==> src/muldiv_pkg.sv <==
package muldiv_pkg;

  // datapath width
  localparam int XLEN = 32;

  // one operand or result word
  typedef logic [XLEN-1:0] word_t;

  // reorder buffer tag
  localparam int ROB_TAG_W = 3;

  typedef logic [ROB_TAG_W-1:0] rob_tag_t;

  // station geometry
  localparam int RS_ENTRIES = 8;
  localparam int RS_IDX_W = 3;

  typedef logic [RS_IDX_W-1:0] rs_idx_t;

  // funct3 encodings of the M extension
  typedef enum logic [2:0] {
    MUL    = 3'd0,
    MULH   = 3'd1,
    MULHSU = 3'd2,
    MULHU  = 3'd3,
    DIV    = 3'd4,
    DIVU   = 3'd5,
    REM    = 3'd6,
    REMU   = 3'd7
  } muldiv_op_e;

  // start to done, multiplier
  // 32 shift-add steps plus the output cycle
  localparam int MUL_CYCLES = 33;

  // start to done, divider
  // 32 restoring steps, one sign fix, one output cycle
  localparam int DIV_CYCLES = 34;

endpackage

==> src/rs_station.sv <==
`timescale 1ns/10ps

module rs_station
  import muldiv_pkg::*;
(
  input  logic                  clk,
  input  logic                  rst_n,
  input  logic                  flush,
  input  logic                  issue_valid,
  input  muldiv_op_e            issue_op,
  input  logic                  issue_rs1_ready,
  input  logic                  issue_rs2_ready,
  input  word_t                 issue_rs1_value,
  input  word_t                 issue_rs2_value,
  input  rob_tag_t              issue_rs1_tag,
  input  rob_tag_t              issue_rs2_tag,
  input  rob_tag_t              issue_dest_tag,
  input  logic                  cdb_in_valid,
  input  rob_tag_t              cdb_in_tag,
  input  word_t                 cdb_in_value,
  input  rs_idx_t               sel_idx,
  input  logic                  free_valid,
  input  rs_idx_t               free_idx,
  output logic                  rs_full,
  output logic [RS_ENTRIES-1:0] entry_ready,
  output muldiv_op_e            sel_op,
  output word_t                 sel_a,
  output word_t                 sel_b,
  output rob_tag_t              sel_tag
);

  // per-entry control flags
  logic [RS_ENTRIES-1:0] busy;
  logic [RS_ENTRIES-1:0] rdy1;
  logic [RS_ENTRIES-1:0] rdy2;

  // per-entry payload
  muldiv_op_e op_arr   [RS_ENTRIES];
  word_t      val1     [RS_ENTRIES];
  word_t      val2     [RS_ENTRIES];
  rob_tag_t   tag1     [RS_ENTRIES];
  rob_tag_t   tag2     [RS_ENTRIES];
  rob_tag_t   dest_arr [RS_ENTRIES];

  // lowest free slot
  rs_idx_t free_slot;
  logic    has_free;

  // per-entry write strobes
  logic [RS_ENTRIES-1:0] take;
  logic [RS_ENTRIES-1:0] wake1;
  logic [RS_ENTRIES-1:0] wake2;

  // scan from the top so the lowest free index wins
  always_comb begin
    has_free  = 1'b0;
    free_slot = '0;
    for (int i = RS_ENTRIES - 1; i >= 0; i--) begin
      if (!busy[i]) begin
        has_free  = 1'b1;
        free_slot = rs_idx_t'(i);
      end
    end
  end

  assign rs_full = !has_free;

  always_comb begin
    for (int i = 0; i < RS_ENTRIES; i++) begin
      take[i]  = issue_valid && has_free && (free_slot == rs_idx_t'(i));
      // only waiting operands of live entries listen to the snoop bus
      wake1[i] = cdb_in_valid && busy[i] && !rdy1[i] && (cdb_in_tag == tag1[i]);
      wake2[i] = cdb_in_valid && busy[i] && !rdy2[i] && (cdb_in_tag == tag2[i]);
    end
  end

  // both operands present
  assign entry_ready = busy & rdy1 & rdy2;

  always_ff @(posedge clk) begin
    if (!rst_n || flush) begin
      busy <= '0;
      rdy1 <= '0;
      rdy2 <= '0;
    end else begin
      for (int i = 0; i < RS_ENTRIES; i++) begin
        if (take[i]) begin
          busy[i] <= 1'b1;
          rdy1[i] <= issue_rs1_ready;
          rdy2[i] <= issue_rs2_ready;
        end else begin
          if (wake1[i]) begin
            rdy1[i] <= 1'b1;
          end
          if (wake2[i]) begin
            rdy2[i] <= 1'b1;
          end
        end
      end
      // pop on completion, never the slot being filled
      if (free_valid) begin
        busy[free_idx] <= 1'b0;
        rdy1[free_idx] <= 1'b0;
        rdy2[free_idx] <= 1'b0;
      end
    end
  end

  always_ff @(posedge clk) begin
    for (int i = 0; i < RS_ENTRIES; i++) begin
      if (take[i]) begin
        op_arr[i]   <= issue_op;
        val1[i]     <= issue_rs1_value;
        val2[i]     <= issue_rs2_value;
        tag1[i]     <= issue_rs1_tag;
        tag2[i]     <= issue_rs2_tag;
        dest_arr[i] <= issue_dest_tag;
      end else begin
        // captured value from the broadcast
        if (wake1[i]) begin
          val1[i] <= cdb_in_value;
        end
        if (wake2[i]) begin
          val2[i] <= cdb_in_value;
        end
      end
    end
  end

  // read port for the scheduler and units
  assign sel_op  = op_arr[sel_idx];
  assign sel_a   = val1[sel_idx];
  assign sel_b   = val2[sel_idx];
  assign sel_tag = dest_arr[sel_idx];

endmodule

==> src/muldiv_sched.sv <==
`timescale 1ns/10ps

module muldiv_sched
  import muldiv_pkg::*;
(
  input  logic                  clk,
  input  logic                  rst_n,
  input  logic                  flush,
  input  logic [RS_ENTRIES-1:0] entry_ready,
  input  muldiv_op_e            sel_op,
  input  rob_tag_t              sel_tag,
  input  logic                  mul_done,
  input  word_t                 mul_result,
  input  logic                  div_done,
  input  word_t                 div_result,
  output rs_idx_t               sel_idx,
  output logic                  mul_start,
  output logic                  div_start,
  output logic                  free_valid,
  output rs_idx_t               free_idx,
  output logic                  cdb_out_valid,
  output rob_tag_t              cdb_out_tag,
  output word_t                 cdb_out_value
);

  // one op in flight across both units
  logic     busy;
  logic     start_q;
  // round-robin base
  rs_idx_t  rr;
  // tag of the op in flight
  rob_tag_t tag_q;

  // scan results
  rs_idx_t  scan_idx;
  rs_idx_t  pick_idx;
  logic     pick_ok;
  logic     done_any;

  // first ready entry at or after rr
  // walk backwards so the smallest offset is assigned last
  always_comb begin
    pick_ok  = 1'b0;
    pick_idx = rr;
    scan_idx = rr;
    for (int k = RS_ENTRIES - 1; k >= 0; k--) begin
      scan_idx = rr + rs_idx_t'(k);
      if (entry_ready[scan_idx]) begin
        pick_ok  = 1'b1;
        pick_idx = scan_idx;
      end
    end
  end

  assign done_any = mul_done || div_done;

  always_ff @(posedge clk) begin
    if (!rst_n || flush) begin
      busy    <= 1'b0;
      start_q <= 1'b0;
      rr      <= '0;
      sel_idx <= '0;
    end else begin
      start_q <= 1'b0;
      if (!busy && pick_ok) begin
        busy    <= 1'b1;
        start_q <= 1'b1;
        sel_idx <= pick_idx;
      end
      // busy drops with done, so the next start is two cycles out
      if (done_any) begin
        busy <= 1'b0;
        rr   <= sel_idx + rs_idx_t'(1);
      end
    end
  end

  // station read port already points at the pick
  always_ff @(posedge clk) begin
    if (start_q) begin
      tag_q <= sel_tag;
    end
  end

  // unit selection by op class
  assign mul_start = start_q && (sel_op inside {MUL, MULH, MULHSU, MULHU});
  assign div_start = start_q && (sel_op inside {DIV, DIVU, REM, REMU});

  // result broadcast and pop in the done cycle
  assign cdb_out_valid = done_any;
  assign cdb_out_tag   = tag_q;
  assign cdb_out_value = div_done ? div_result : mul_result;
  assign free_valid    = done_any;
  assign free_idx      = sel_idx;

endmodule

==> src/seq_multiplier.sv <==
`timescale 1ns/10ps

module seq_multiplier
  import muldiv_pkg::*;
(
  input  logic       clk,
  input  logic       rst_n,
  input  logic       flush,
  input  logic       start,
  input  muldiv_op_e op,
  input  word_t      a,
  input  word_t      b,
  output logic       done,
  output word_t      result
);

  // control
  logic       busy;
  logic [5:0] cnt;

  // operands and partial product
  muldiv_op_e        op_q;
  logic              neg_q;
  logic [2*XLEN-1:0] mcand;
  word_t             mplier;
  logic [2*XLEN-1:0] prod;

  // sign handling
  logic              a_sgn;
  logic              b_sgn;
  word_t             a_mag;
  word_t             b_mag;
  logic [2*XLEN-1:0] prod_fix;

  // rs1 signed for all but MULHU, rs2 signed for MUL and MULH
  assign a_sgn = (op inside {MUL, MULH, MULHSU}) && a[XLEN-1];
  assign b_sgn = (op inside {MUL, MULH}) && b[XLEN-1];
  assign a_mag = a_sgn ? -a : a;
  assign b_mag = b_sgn ? -b : b;

  always_ff @(posedge clk) begin
    if (!rst_n || flush) begin
      busy <= 1'b0;
      cnt  <= '0;
    end else if (start) begin
      busy <= 1'b1;
      cnt  <= 6'd1;
    end else if (busy) begin
      if (cnt == 6'(MUL_CYCLES)) begin
        busy <= 1'b0;
      end
      cnt <= cnt + 6'd1;
    end
  end

  always_ff @(posedge clk) begin
    if (start) begin
      op_q   <= op;
      neg_q  <= a_sgn ^ b_sgn;
      mcand  <= {{XLEN{1'b0}}, a_mag};
      mplier <= b_mag;
      prod   <= '0;
    end else if (busy && cnt <= 6'(XLEN)) begin
      // one multiplier bit per cycle, lsb first
      if (mplier[0]) begin
        prod <= prod + mcand;
      end
      mcand  <= mcand << 1;
      mplier <= mplier >> 1;
    end
  end

  assign done     = busy && (cnt == 6'(MUL_CYCLES));
  assign prod_fix = neg_q ? -prod : prod;
  // low word only for MUL
  assign result   = (op_q == MUL) ? prod_fix[XLEN-1:0] : prod_fix[2*XLEN-1:XLEN];

endmodule

==> src/seq_divider.sv <==
`timescale 1ns/10ps

module seq_divider
  import muldiv_pkg::*;
(
  input  logic       clk,
  input  logic       rst_n,
  input  logic       flush,
  input  logic       start,
  input  muldiv_op_e op,
  input  word_t      a,
  input  word_t      b,
  output logic       done,
  output word_t      result
);

  // control
  logic       busy;
  logic [5:0] cnt;

  // operands and working registers
  muldiv_op_e op_q;
  word_t      dvd_q;
  word_t      dvs;
  word_t      quo;
  word_t      rem;
  logic       zero_q;
  logic       ovf_q;
  logic       neg_quo_q;
  logic       neg_rem_q;
  word_t      res_q;

  // sign handling at start
  logic  sgn_op;
  logic  a_sgn;
  logic  b_sgn;
  word_t a_mag;
  word_t b_mag;

  // one restoring step
  logic [XLEN:0]   rem_sh;
  logic [XLEN+1:0] trial;

  // final fix-up
  word_t q_fix;
  word_t r_fix;

  assign sgn_op = op inside {DIV, REM};
  assign a_sgn  = sgn_op && a[XLEN-1];
  assign b_sgn  = sgn_op && b[XLEN-1];
  assign a_mag  = a_sgn ? -a : a;
  assign b_mag  = b_sgn ? -b : b;

  // shift next dividend bit in, try the subtract
  assign rem_sh = {rem, quo[XLEN-1]};
  assign trial  = {1'b0, rem_sh} - {2'b00, dvs};

  always_ff @(posedge clk) begin
    if (!rst_n || flush) begin
      busy <= 1'b0;
      cnt  <= '0;
    end else if (start) begin
      busy <= 1'b1;
      cnt  <= 6'd1;
    end else if (busy) begin
      if (cnt == 6'(DIV_CYCLES)) begin
        busy <= 1'b0;
      end
      cnt <= cnt + 6'd1;
    end
  end

  always_ff @(posedge clk) begin
    if (start) begin
      op_q      <= op;
      dvd_q     <= a;
      dvs       <= b_mag;
      quo       <= a_mag;
      rem       <= '0;
      zero_q    <= (b == '0);
      // most negative over minus one
      ovf_q     <= sgn_op && (a == {1'b1, {(XLEN-1){1'b0}}}) && (b == '1);
      neg_quo_q <= a_sgn ^ b_sgn;
      // remainder follows the dividend
      neg_rem_q <= a_sgn;
    end else if (busy && cnt <= 6'(XLEN)) begin
      if (!trial[XLEN+1]) begin
        rem <= trial[XLEN-1:0];
        quo <= {quo[XLEN-2:0], 1'b1};
      end else begin
        rem <= rem_sh[XLEN-1:0];
        quo <= {quo[XLEN-2:0], 1'b0};
      end
    end else if (busy && cnt == 6'(DIV_CYCLES - 1)) begin
      res_q <= (op_q inside {DIV, DIVU}) ? q_fix : r_fix;
    end
  end

  // riscv special cases override the signed result
  always_comb begin
    if (zero_q) begin
      q_fix = '1;
      r_fix = dvd_q;
    end else if (ovf_q) begin
      q_fix = dvd_q;
      r_fix = '0;
    end else begin
      q_fix = neg_quo_q ? -quo : quo;
      r_fix = neg_rem_q ? -rem : rem;
    end
  end

  assign done   = busy && (cnt == 6'(DIV_CYCLES));
  assign result = res_q;

endmodule

==> src/muldiv_rs.sv <==
`timescale 1ns/10ps

module muldiv_rs
  import muldiv_pkg::*;
(
  input  logic       clk,
  input  logic       rst_n,
  input  logic       flush,
  // issue side
  input  logic       issue_valid,
  input  muldiv_op_e issue_op,
  input  logic       issue_rs1_ready,
  input  word_t      issue_rs1_value,
  input  rob_tag_t   issue_rs1_tag,
  input  logic       issue_rs2_ready,
  input  word_t      issue_rs2_value,
  input  rob_tag_t   issue_rs2_tag,
  input  rob_tag_t   issue_dest_tag,
  output logic       rs_full,
  // snoop lane
  input  logic       cdb_in_valid,
  input  rob_tag_t   cdb_in_tag,
  input  word_t      cdb_in_value,
  // result lane
  output logic       cdb_out_valid,
  output rob_tag_t   cdb_out_tag,
  output word_t      cdb_out_value
);

  // station to scheduler
  logic [RS_ENTRIES-1:0] entry_ready;
  rs_idx_t               sel_idx;
  muldiv_op_e            sel_op;
  word_t                 sel_a;
  word_t                 sel_b;
  rob_tag_t              sel_tag;
  logic                  free_valid;
  rs_idx_t               free_idx;

  // scheduler to units
  logic  mul_start;
  logic  mul_done;
  word_t mul_result;
  logic  div_start;
  logic  div_done;
  word_t div_result;

  rs_station u_station (
    .clk             (clk),
    .rst_n           (rst_n),
    .flush           (flush),
    .issue_valid     (issue_valid),
    .issue_op        (issue_op),
    .issue_rs1_ready (issue_rs1_ready),
    .issue_rs2_ready (issue_rs2_ready),
    .issue_rs1_value (issue_rs1_value),
    .issue_rs2_value (issue_rs2_value),
    .issue_rs1_tag   (issue_rs1_tag),
    .issue_rs2_tag   (issue_rs2_tag),
    .issue_dest_tag  (issue_dest_tag),
    .cdb_in_valid    (cdb_in_valid),
    .cdb_in_tag      (cdb_in_tag),
    .cdb_in_value    (cdb_in_value),
    .sel_idx         (sel_idx),
    .free_valid      (free_valid),
    .free_idx        (free_idx),
    .rs_full         (rs_full),
    .entry_ready     (entry_ready),
    .sel_op          (sel_op),
    .sel_a           (sel_a),
    .sel_b           (sel_b),
    .sel_tag         (sel_tag)
  );

  muldiv_sched u_sched (
    .clk           (clk),
    .rst_n         (rst_n),
    .flush         (flush),
    .entry_ready   (entry_ready),
    .sel_op        (sel_op),
    .sel_tag       (sel_tag),
    .mul_done      (mul_done),
    .mul_result    (mul_result),
    .div_done      (div_done),
    .div_result    (div_result),
    .sel_idx       (sel_idx),
    .mul_start     (mul_start),
    .div_start     (div_start),
    .free_valid    (free_valid),
    .free_idx      (free_idx),
    .cdb_out_valid (cdb_out_valid),
    .cdb_out_tag   (cdb_out_tag),
    .cdb_out_value (cdb_out_value)
  );

  // both units read the station at sel_idx
  seq_multiplier u_mul (
    .clk    (clk),
    .rst_n  (rst_n),
    .flush  (flush),
    .start  (mul_start),
    .op     (sel_op),
    .a      (sel_a),
    .b      (sel_b),
    .done   (mul_done),
    .result (mul_result)
  );

  seq_divider u_div (
    .clk    (clk),
    .rst_n  (rst_n),
    .flush  (flush),
    .start  (div_start),
    .op     (sel_op),
    .a      (sel_a),
    .b      (sel_b),
    .done   (div_done),
    .result (div_result)
  );

endmodule

==> config.mk <==
export PLATFORM = sky130hd
export DESIGN_NAME = muldiv_rs
export DESIGN_NICKNAME = d
export VERILOG_FILES = /design/src/muldiv_pkg.sv /design/src/rs_station.sv /design/src/muldiv_sched.sv /design/src/seq_multiplier.sv /design/src/seq_divider.sv /design/src/muldiv_rs.sv
export SDC_FILE = /design/constraint.sdc
export NUM_CORES = 2
export LEC_CHECK = 0
export BUFFER_PORTS_ARGS = -buffer_cell sky130_fd_sc_hd__buf_4
export CAP_MARGIN = 20
export CORE_AREA = 3 3 327 329
export DETAILED_ROUTE_END_ITERATION = 12
export DIE_AREA = 0 0 330 332
export GPL_TIMING_DRIVEN = 0
export PLACE_DENSITY = 0.71
export SLEW_MARGIN = 20
export SYNTH_ARGS = -nofsm -noshare
export SYNTH_HDL_FRONTEND = slang
export SYNTH_HIERARCHICAL = 1
export SYNTH_SLANG_ARGS = --single-unit
==> constraint.sdc <==
create_clock -name clk -period 8 [get_ports clk]
set_input_delay 0.4 -clock clk [delete_from_list [all_inputs] [get_ports clk]]
set_output_delay 0.4 -clock clk [all_outputs]
set_load 0.1 [all_outputs]
After elaboration in Yosys (flattened, before gate mapping):

Memory sizes are Yosys's and may differ from the RTL's. A register that Yosys moved wholly into a read port is not among the register bits.
Cells that the tools add are included.

* bits in registers: 377
* latch bits: 0
* memory bits (writable): 608
* bits in read-only memories: 0
* bits of input ports: 118
* output and inout port bits: 37
* word-level logic and storage cells: 579
* memories kept: 6

* add/sub/neg operators: 17
* multiply operators: 0
* divide/modulo/power cells: 0
* $lt $le $gt $ge: 12
* eq/ne operators: 37
* shift-type cells: 0
* muxes and demuxes: 320
* bitwise logic cells: 26
* reduce and logical (&&, ||, !) cells: 132

Memory list
* u_station.val1: depth 8, width 32, read ports 1, clocked after Yosys merged registers in 1, wr ports 8, line rs_station.sv:39 `word_t val1 [RS_ENTRIES];`
* u_station.val2: depth 8, width 32, read ports 1, clocked after Yosys merged registers in 1, wr ports 8, line rs_station.sv:40 `word_t val2 [RS_ENTRIES];`
* u_station.dest_arr: depth 8, width 3, read ports 1, clocked after Yosys merged registers in 1, wr ports 1, line rs_station.sv:43 `rob_tag_t dest_arr [RS_ENTRIES];`
* u_station.op_arr: depth 8, width 3, read ports 1, clocked after Yosys merged registers in 1, wr ports 1, line rs_station.sv:38 `muldiv_op_e op_arr [RS_ENTRIES];`
* u_station.tag1: depth 8, width 3, read ports 8, clocked after Yosys merged registers in 0, wr ports 1, line rs_station.sv:41 `rob_tag_t tag1 [RS_ENTRIES];`
* u_station.tag2: depth 8, width 3, read ports 8, clocked after Yosys merged registers in 0, wr ports 1, line rs_station.sv:42 `rob_tag_t tag2 [RS_ENTRIES];`

Operators with widths (count)
* 2-to-1 mux 32 bit: 36
* 2-to-1 mux 3 bit: 78
* 2-to-1 mux 1 bit: 193
* negation 32 bit: 4
* OR reduction 3 bit: 28
* adder 64 bit: 1
* equality test 32 bit, second input constant: 2
* logical AND 1 bit: 64
* 2-to-1 mux 64 bit: 1
* negation 64 bit: 1
* equality test 3 bit: 16
* AND 8 bit: 5
* less-than comparator 3 x 4 -> 1 bit, second input constant: 9
* subtractor 33 x 32 -> 34 bit: 1
* logical NOT 32 bit: 1
* equality test 3 bit, second input constant: 10
* binary-select mux 1 bit (select 3 bit): 8
* 2-to-1 mux 8 bit: 3
* logical NOT 1 bit: 19
* equality test 6 bit, second input constant: 3
* OR 1 bit: 16
* nonzero test 2 bit: 7
* adder 3 bit, second input constant: 4
* adder 6 x 1 -> 6 bit, second input constant: 2
* 17 further kinds: 32

Logic depth before layout (Yosys ltp):

* depth after elaboration: 20
* gate-level depth with buffers: 16

Modules after synthesis:

The synthesis kept the hierarchy.

Modules (own cells, without submodules)
* rs_station: instances 1, cells an instance 1681, area each 30708.2 um2, seq. area each 18738.0 um2
* seq_multiplier: instances 1, cells an instance 1649, area each 13175.1 um2, seq. area each 4103.9 um2
* seq_divider: instances 1, cells an instance 1264, area each 11551.1 um2, seq. area each 4804.6 um2
* muldiv_sched: instances 1, cells an instance 175, area each 1761.7 um2, seq. area each 250.2 um2

Worst setup path before layout:

No wires, ideal clock.

* kind: reg2reg
* start: register, netlist name u_sched/free_idx[0]
* end: register u_div.res_q[0] (netlist: u_div/result[0]) (enable)
* setup time: 421 ps
* data arrival time: 5503 ps
* data required time: 7579 ps
* slack: 2076 ps
* stages on the path, launching flop included: 11
* path buffers: 4
* clock period less this slack: 5924 ps
* cells stage by stage: dfxtp_1 > buf_4 > clkbuf_1 > clkbuf_1 > mux4_2 > mux2_2 > and2_1 > clkbuf_1 > nor2_1 > inv_1 > nor2_1

RTL lines
* to (signal assigned): line seq_divider.sv:95 `res_q <= (op_q inside {DIV, DIVU}) ? q_fix : r_fix;`
* to (decl): line seq_divider.sv:31 `word_t res_q;`

==> results.toml <==
[place]
gp_congestion = 0.947
detailed_place_hpwl_mm = 123
place_ws_ns = 1.65
io_buffers = 151
dp.cells = 6317

[sta]
drv_slew = 0
timing.setup.tns_ns = 0
clock.fmax_ghz = 0.154
relSlewSlack_pct = 22.8
fin_crit_sh_pct = 81.3
report.final.setup_viol = 0
fin_skew_ns = 0.0723
setup_slack_ns = 1.50
grt_setup_unrepaired = "false"
period_needed_ns = 6.50
worstMarginPinSlew_ns = 1.16
finalHoldViolations = 0

[setup_path]
crit_required_ns = 8.43
r2r_start = "u_sched/free_idx[1]$_SDFFE_PP0P_"
crit_end = "u_mul/mcand[31]$_DFFE_PP_"
crit_path_max_fanout = 11
worstReg2RegEnd = "u_mul/mcand[31]$_DFFE_PP_"
regToRegSetupSlack_ns = 1.50
cp-start-kind = "flip-flop"
worstPathArrival_ns = 6.93
end_kind = "flip-flop"
critPathKind = "flip-flop to flip-flop"
crit_start = "u_sched/free_idx[1]$_SDFFE_PP0P_"
rr_worst_depth = 11

[clocking]
cts_inserted_buffers = 103
post_cts_buffers = 0
cts_htree_levels = 3
clock_path_buffers = 3
cts_tree = "built"
cts_root_buffer = "clkbuf_16"
insertion_delay_ns = 0.72
cts_resized = 0
cts-hold-fix-buffers = 17
cts.clk_slew.worst_paths_ns = 0.07
cts_sinks = 987

[synth]
ys_ff_latch = 987
seq_area_frac_synth_pct = 48.8
yosysWarningCount = 6
synth-main-ff-cell = "edfxtp_1"
ys_types = 109
synth_edf_count = 813
syn_nets = 5002
async_reset_ff_share_pct = 0
synthCells = 4769
syn_area_per_cell_um2 = 12.0
syn_area_um2 = 57200

[cells_and_area]
final_nets = 5292
stdcell_count = 6544
utilization_pct = 61.7
fillers = 8190
areaGrowthSynthToFinish_pct = 12.0
drive_gt1_share_pct = 25.7

[min_path]
hold_path_class = "input pin to flip-flop"
hold_path_depth = 2

[floorplanning]
start_util_pct = 55.1
pin_count = 155
die_x_um = 330
die_y_um = 332
row_count = 118
dieArea_um2 = 110000
core_um2 = 104000

[run]
cap_viol_max_count = 0

[power]
p_switching_uw = 2900
leakage_uw = 0.0222
intPower_uw = 8780
clkPwrFrac_pct = 41.7
power_uw = 11700
p_per_area_nw_per_um2 = 182
combPwrFrac_pct = 9.9
ir_drop_v = 0.000173
pwr-share-seq_pct = 48.4
switching_share_pct = 24.8

[global_routing]
grt_max_degree = 56
grt_pass1_wl_mm = 252
antenna_found_initial = 27
grt_usage_pct = 30.5
grt_pass1_vias = 40033
gr-total-overflow = 0

[detailed_routing]
first_pass_iters = 8
drt-initial-drc-count = 4944
wl_per_cell_um = 26.1
viasPerCell = 6.36
num_vias = 41616
wirelength_mm = 170
postRouteAntennaNets = 0
drc = 0

[status]
status = "finished clean"
-- cell usage after synthesis, drive strengths merged, types with 6 or more instances --
| master | number | area share [%] |
|---|---|---|
| edfxtp | 813 | 43 |
| mux2 | 641 | 13 |
| nand2 | 403 | 2.6 |
| a21oi | 330 | 2.9 |
| nor2 | 287 | 1.9 |
| xor2 | 206 | 3.2 |
| o21ai | 205 | 1.8 |
| clkbuf | 191 | 1.3 |
| dfxtp | 174 | 6.1 |
| xnor2 | 166 | 2.5 |
| mux4 | 156 | 6.2 |
| buf | 115 | 1.4 |
| ha | 113 | 2.5 |
| inv | 105 | 0.69 |
| o31ai | 63 | 0.95 |
| a21o | 62 | 0.83 |
| nor3 | 58 | 0.55 |
| nand4 | 50 | 0.63 |
| nand3 | 48 | 0.45 |
| nor4 | 47 | 0.84 |
| o211ai | 44 | 0.59 |
| nor2b | 34 | 0.37 |
| mux2i | 32 | 0.57 |
| or3 | 31 | 0.35 |
| or2 | 30 | 0.33 |
| or4 | 29 | 0.43 |
| a31oi | 28 | 0.32 |
| nand2b | 28 | 0.31 |
| o41ai | 28 | 0.48 |
| and3 | 27 | 0.30 |
| a211oi | 25 | 0.35 |
| nand3b | 18 | 0.24 |
| a22oi | 17 | 0.22 |
| and2 | 17 | 0.19 |
| o21bai | 17 | 0.22 |
| a311oi | 15 | 0.24 |
| o21a | 13 | 0.17 |
| a21boi | 11 | 0.14 |
| o22ai | 11 | 0.12 |
| and4 | 8 | 0.12 |
| a211o | 7 | 0.11 |
| a221oi | 6 | 0.092 |
-- through the flow --
step,area (µm²),hold WS (ns)
detailed placement,60400,0.463
CTS,64000,0.000608
global route,64000,0.0146
global placement,60100,0.456
finish,64100,0.0360
floorplan,57200,0.444
-- per-layer routing --
metal / wire length (µm) / GRT usage [%] / vias up
met3: 14900 / 5.67 / 356
met1: 68800 / 41.7 / 20602
li1: - / - / 18691
met5: 138 / 0 / -
met4: 6540 / 11.2 / 20
met2: 80100 / 48.7 / 1947
-- cells by family after synthesis --
| family | after synthesis | share of synthesized area, % |
|---|---|---|
| and+or+nand+nor | 1132 | 9.93 |
| DFF | 987 | 48.8 |
| AOI/OAI and AO/OA | 923 | 10.3 |
| muxes | 829 | 19.4 |
| buffers and inverters | 411 | 3.36 |
| xor gates and xnor gates | 372 | 5.70 |
| adders and majority gates | 115 | 2.54 |
-- cells in the final DEF, fill, tap and decap left out, types with 27 or more instances in the layout --
cell type / n
a21o_1: 61
a21oi_1: 327
a31oi_1: 27
and3_1: 27
buf_2: 41
buf_4: 179
buf_6: 31
clkbuf_1: 212
clkbuf_16: 104
dfxtp_1: 174
edfxtp_1: 813
ha_1: 113
inv_1: 104
mux2_2: 629
mux2i_1: 31
mux4_2: 150
nand2_1: 403
nand2b_1: 27
nand3_1: 46
nand4_1: 47
nor2_1: 283
nor2b_1: 34
nor3_1: 50
nor4_1: 31
o211ai_1: 43
o21ai_0: 161
o21ai_1: 40
o31ai_1: 51
or3_1: 30
xnor2_1: 166
xor2_1: 206
-- layout make-up --
class                      count  area (µm²)  share of cell area [%]
timing repair buffer         185        1590                    2.48
buffer                       306        1530                    2.39
antenna                       16        40.0                  0.0625
tap                         1380        1730                    2.70
clock buffer                 131        2740                    4.28
inverter                     105         394                   0.615
clock inverter                63         677                    1.06
sequential                   987       27900                    43.5
multi-input combinational   3371       27500                    42.9
-- registers in the layout, summed over array words and instances (netlist names), 8 cells and up --
name / flops
u_station/rdy2: 8
u_div/result: 32
u_div/dvd_q: 32
u_div/dvs: 32
u_station/tag1: 24
u_station/rdy1: 8
u_div/quo: 32
u_mul/prod: 64
u_station/val1: 256
u_station/dest_arr: 24
u_station/tag2: 24
u_station/busy: 8
u_station/op_arr: 24
u_div/rem: 32
u_mul/mplier: 32
u_mul/mcand: 64
u_station/val2: 256
-- worst min-delay path by stage --
stage	end	start
floorplan	u_mul/mcand[63]$_SDFFE_PP0P_	u_mul/mcand[63]$_SDFFE_PP0P_
global placement	u_mul/mcand[63]$_SDFFE_PP0P_	u_mul/mcand[63]$_SDFFE_PP0P_
detailed placement	u_mul/mcand[63]$_SDFFE_PP0P_	u_mul/mcand[63]$_SDFFE_PP0P_
CTS	u_station/val1[6][28]$_DFFE_PP_	cdb_in_value[28]
global route	u_station/val1[6][28]$_DFFE_PP_	cdb_in_value[28]
finish	u_station/val1[2][25]$_DFFE_PP_	cdb_in_value[25]
-- power by group through the flow --
stage | Sequential (µW) | Clock [µW] | Combinational [µW]
after floorplan | 5740 | 0 | 778
after global placement | 5760 | 0 | 1110
after global routing | 5650 | 5130 | 1230
after detailed placement | 5760 | 0 | 1130
after CTS | 5650 | 4930 | 1140
final | 5650 | 4870 | 1160
-- worst max-delay path, stage by stage (launching register included) --
cell      delay [ns]
dfxtp_1         0.50
buf_4           0.19
clkbuf_1        0.23
clkbuf_1        0.63
buf_1           0.78
mux4_2          0.42
mux2_2          0.41
nor2b_1         0.53
clkbuf_1        0.73
clkbuf_1        0.80
clkbuf_1        0.74
o21ai_0         0.21
Note: power is estimated with default switching activity, not from simulation.
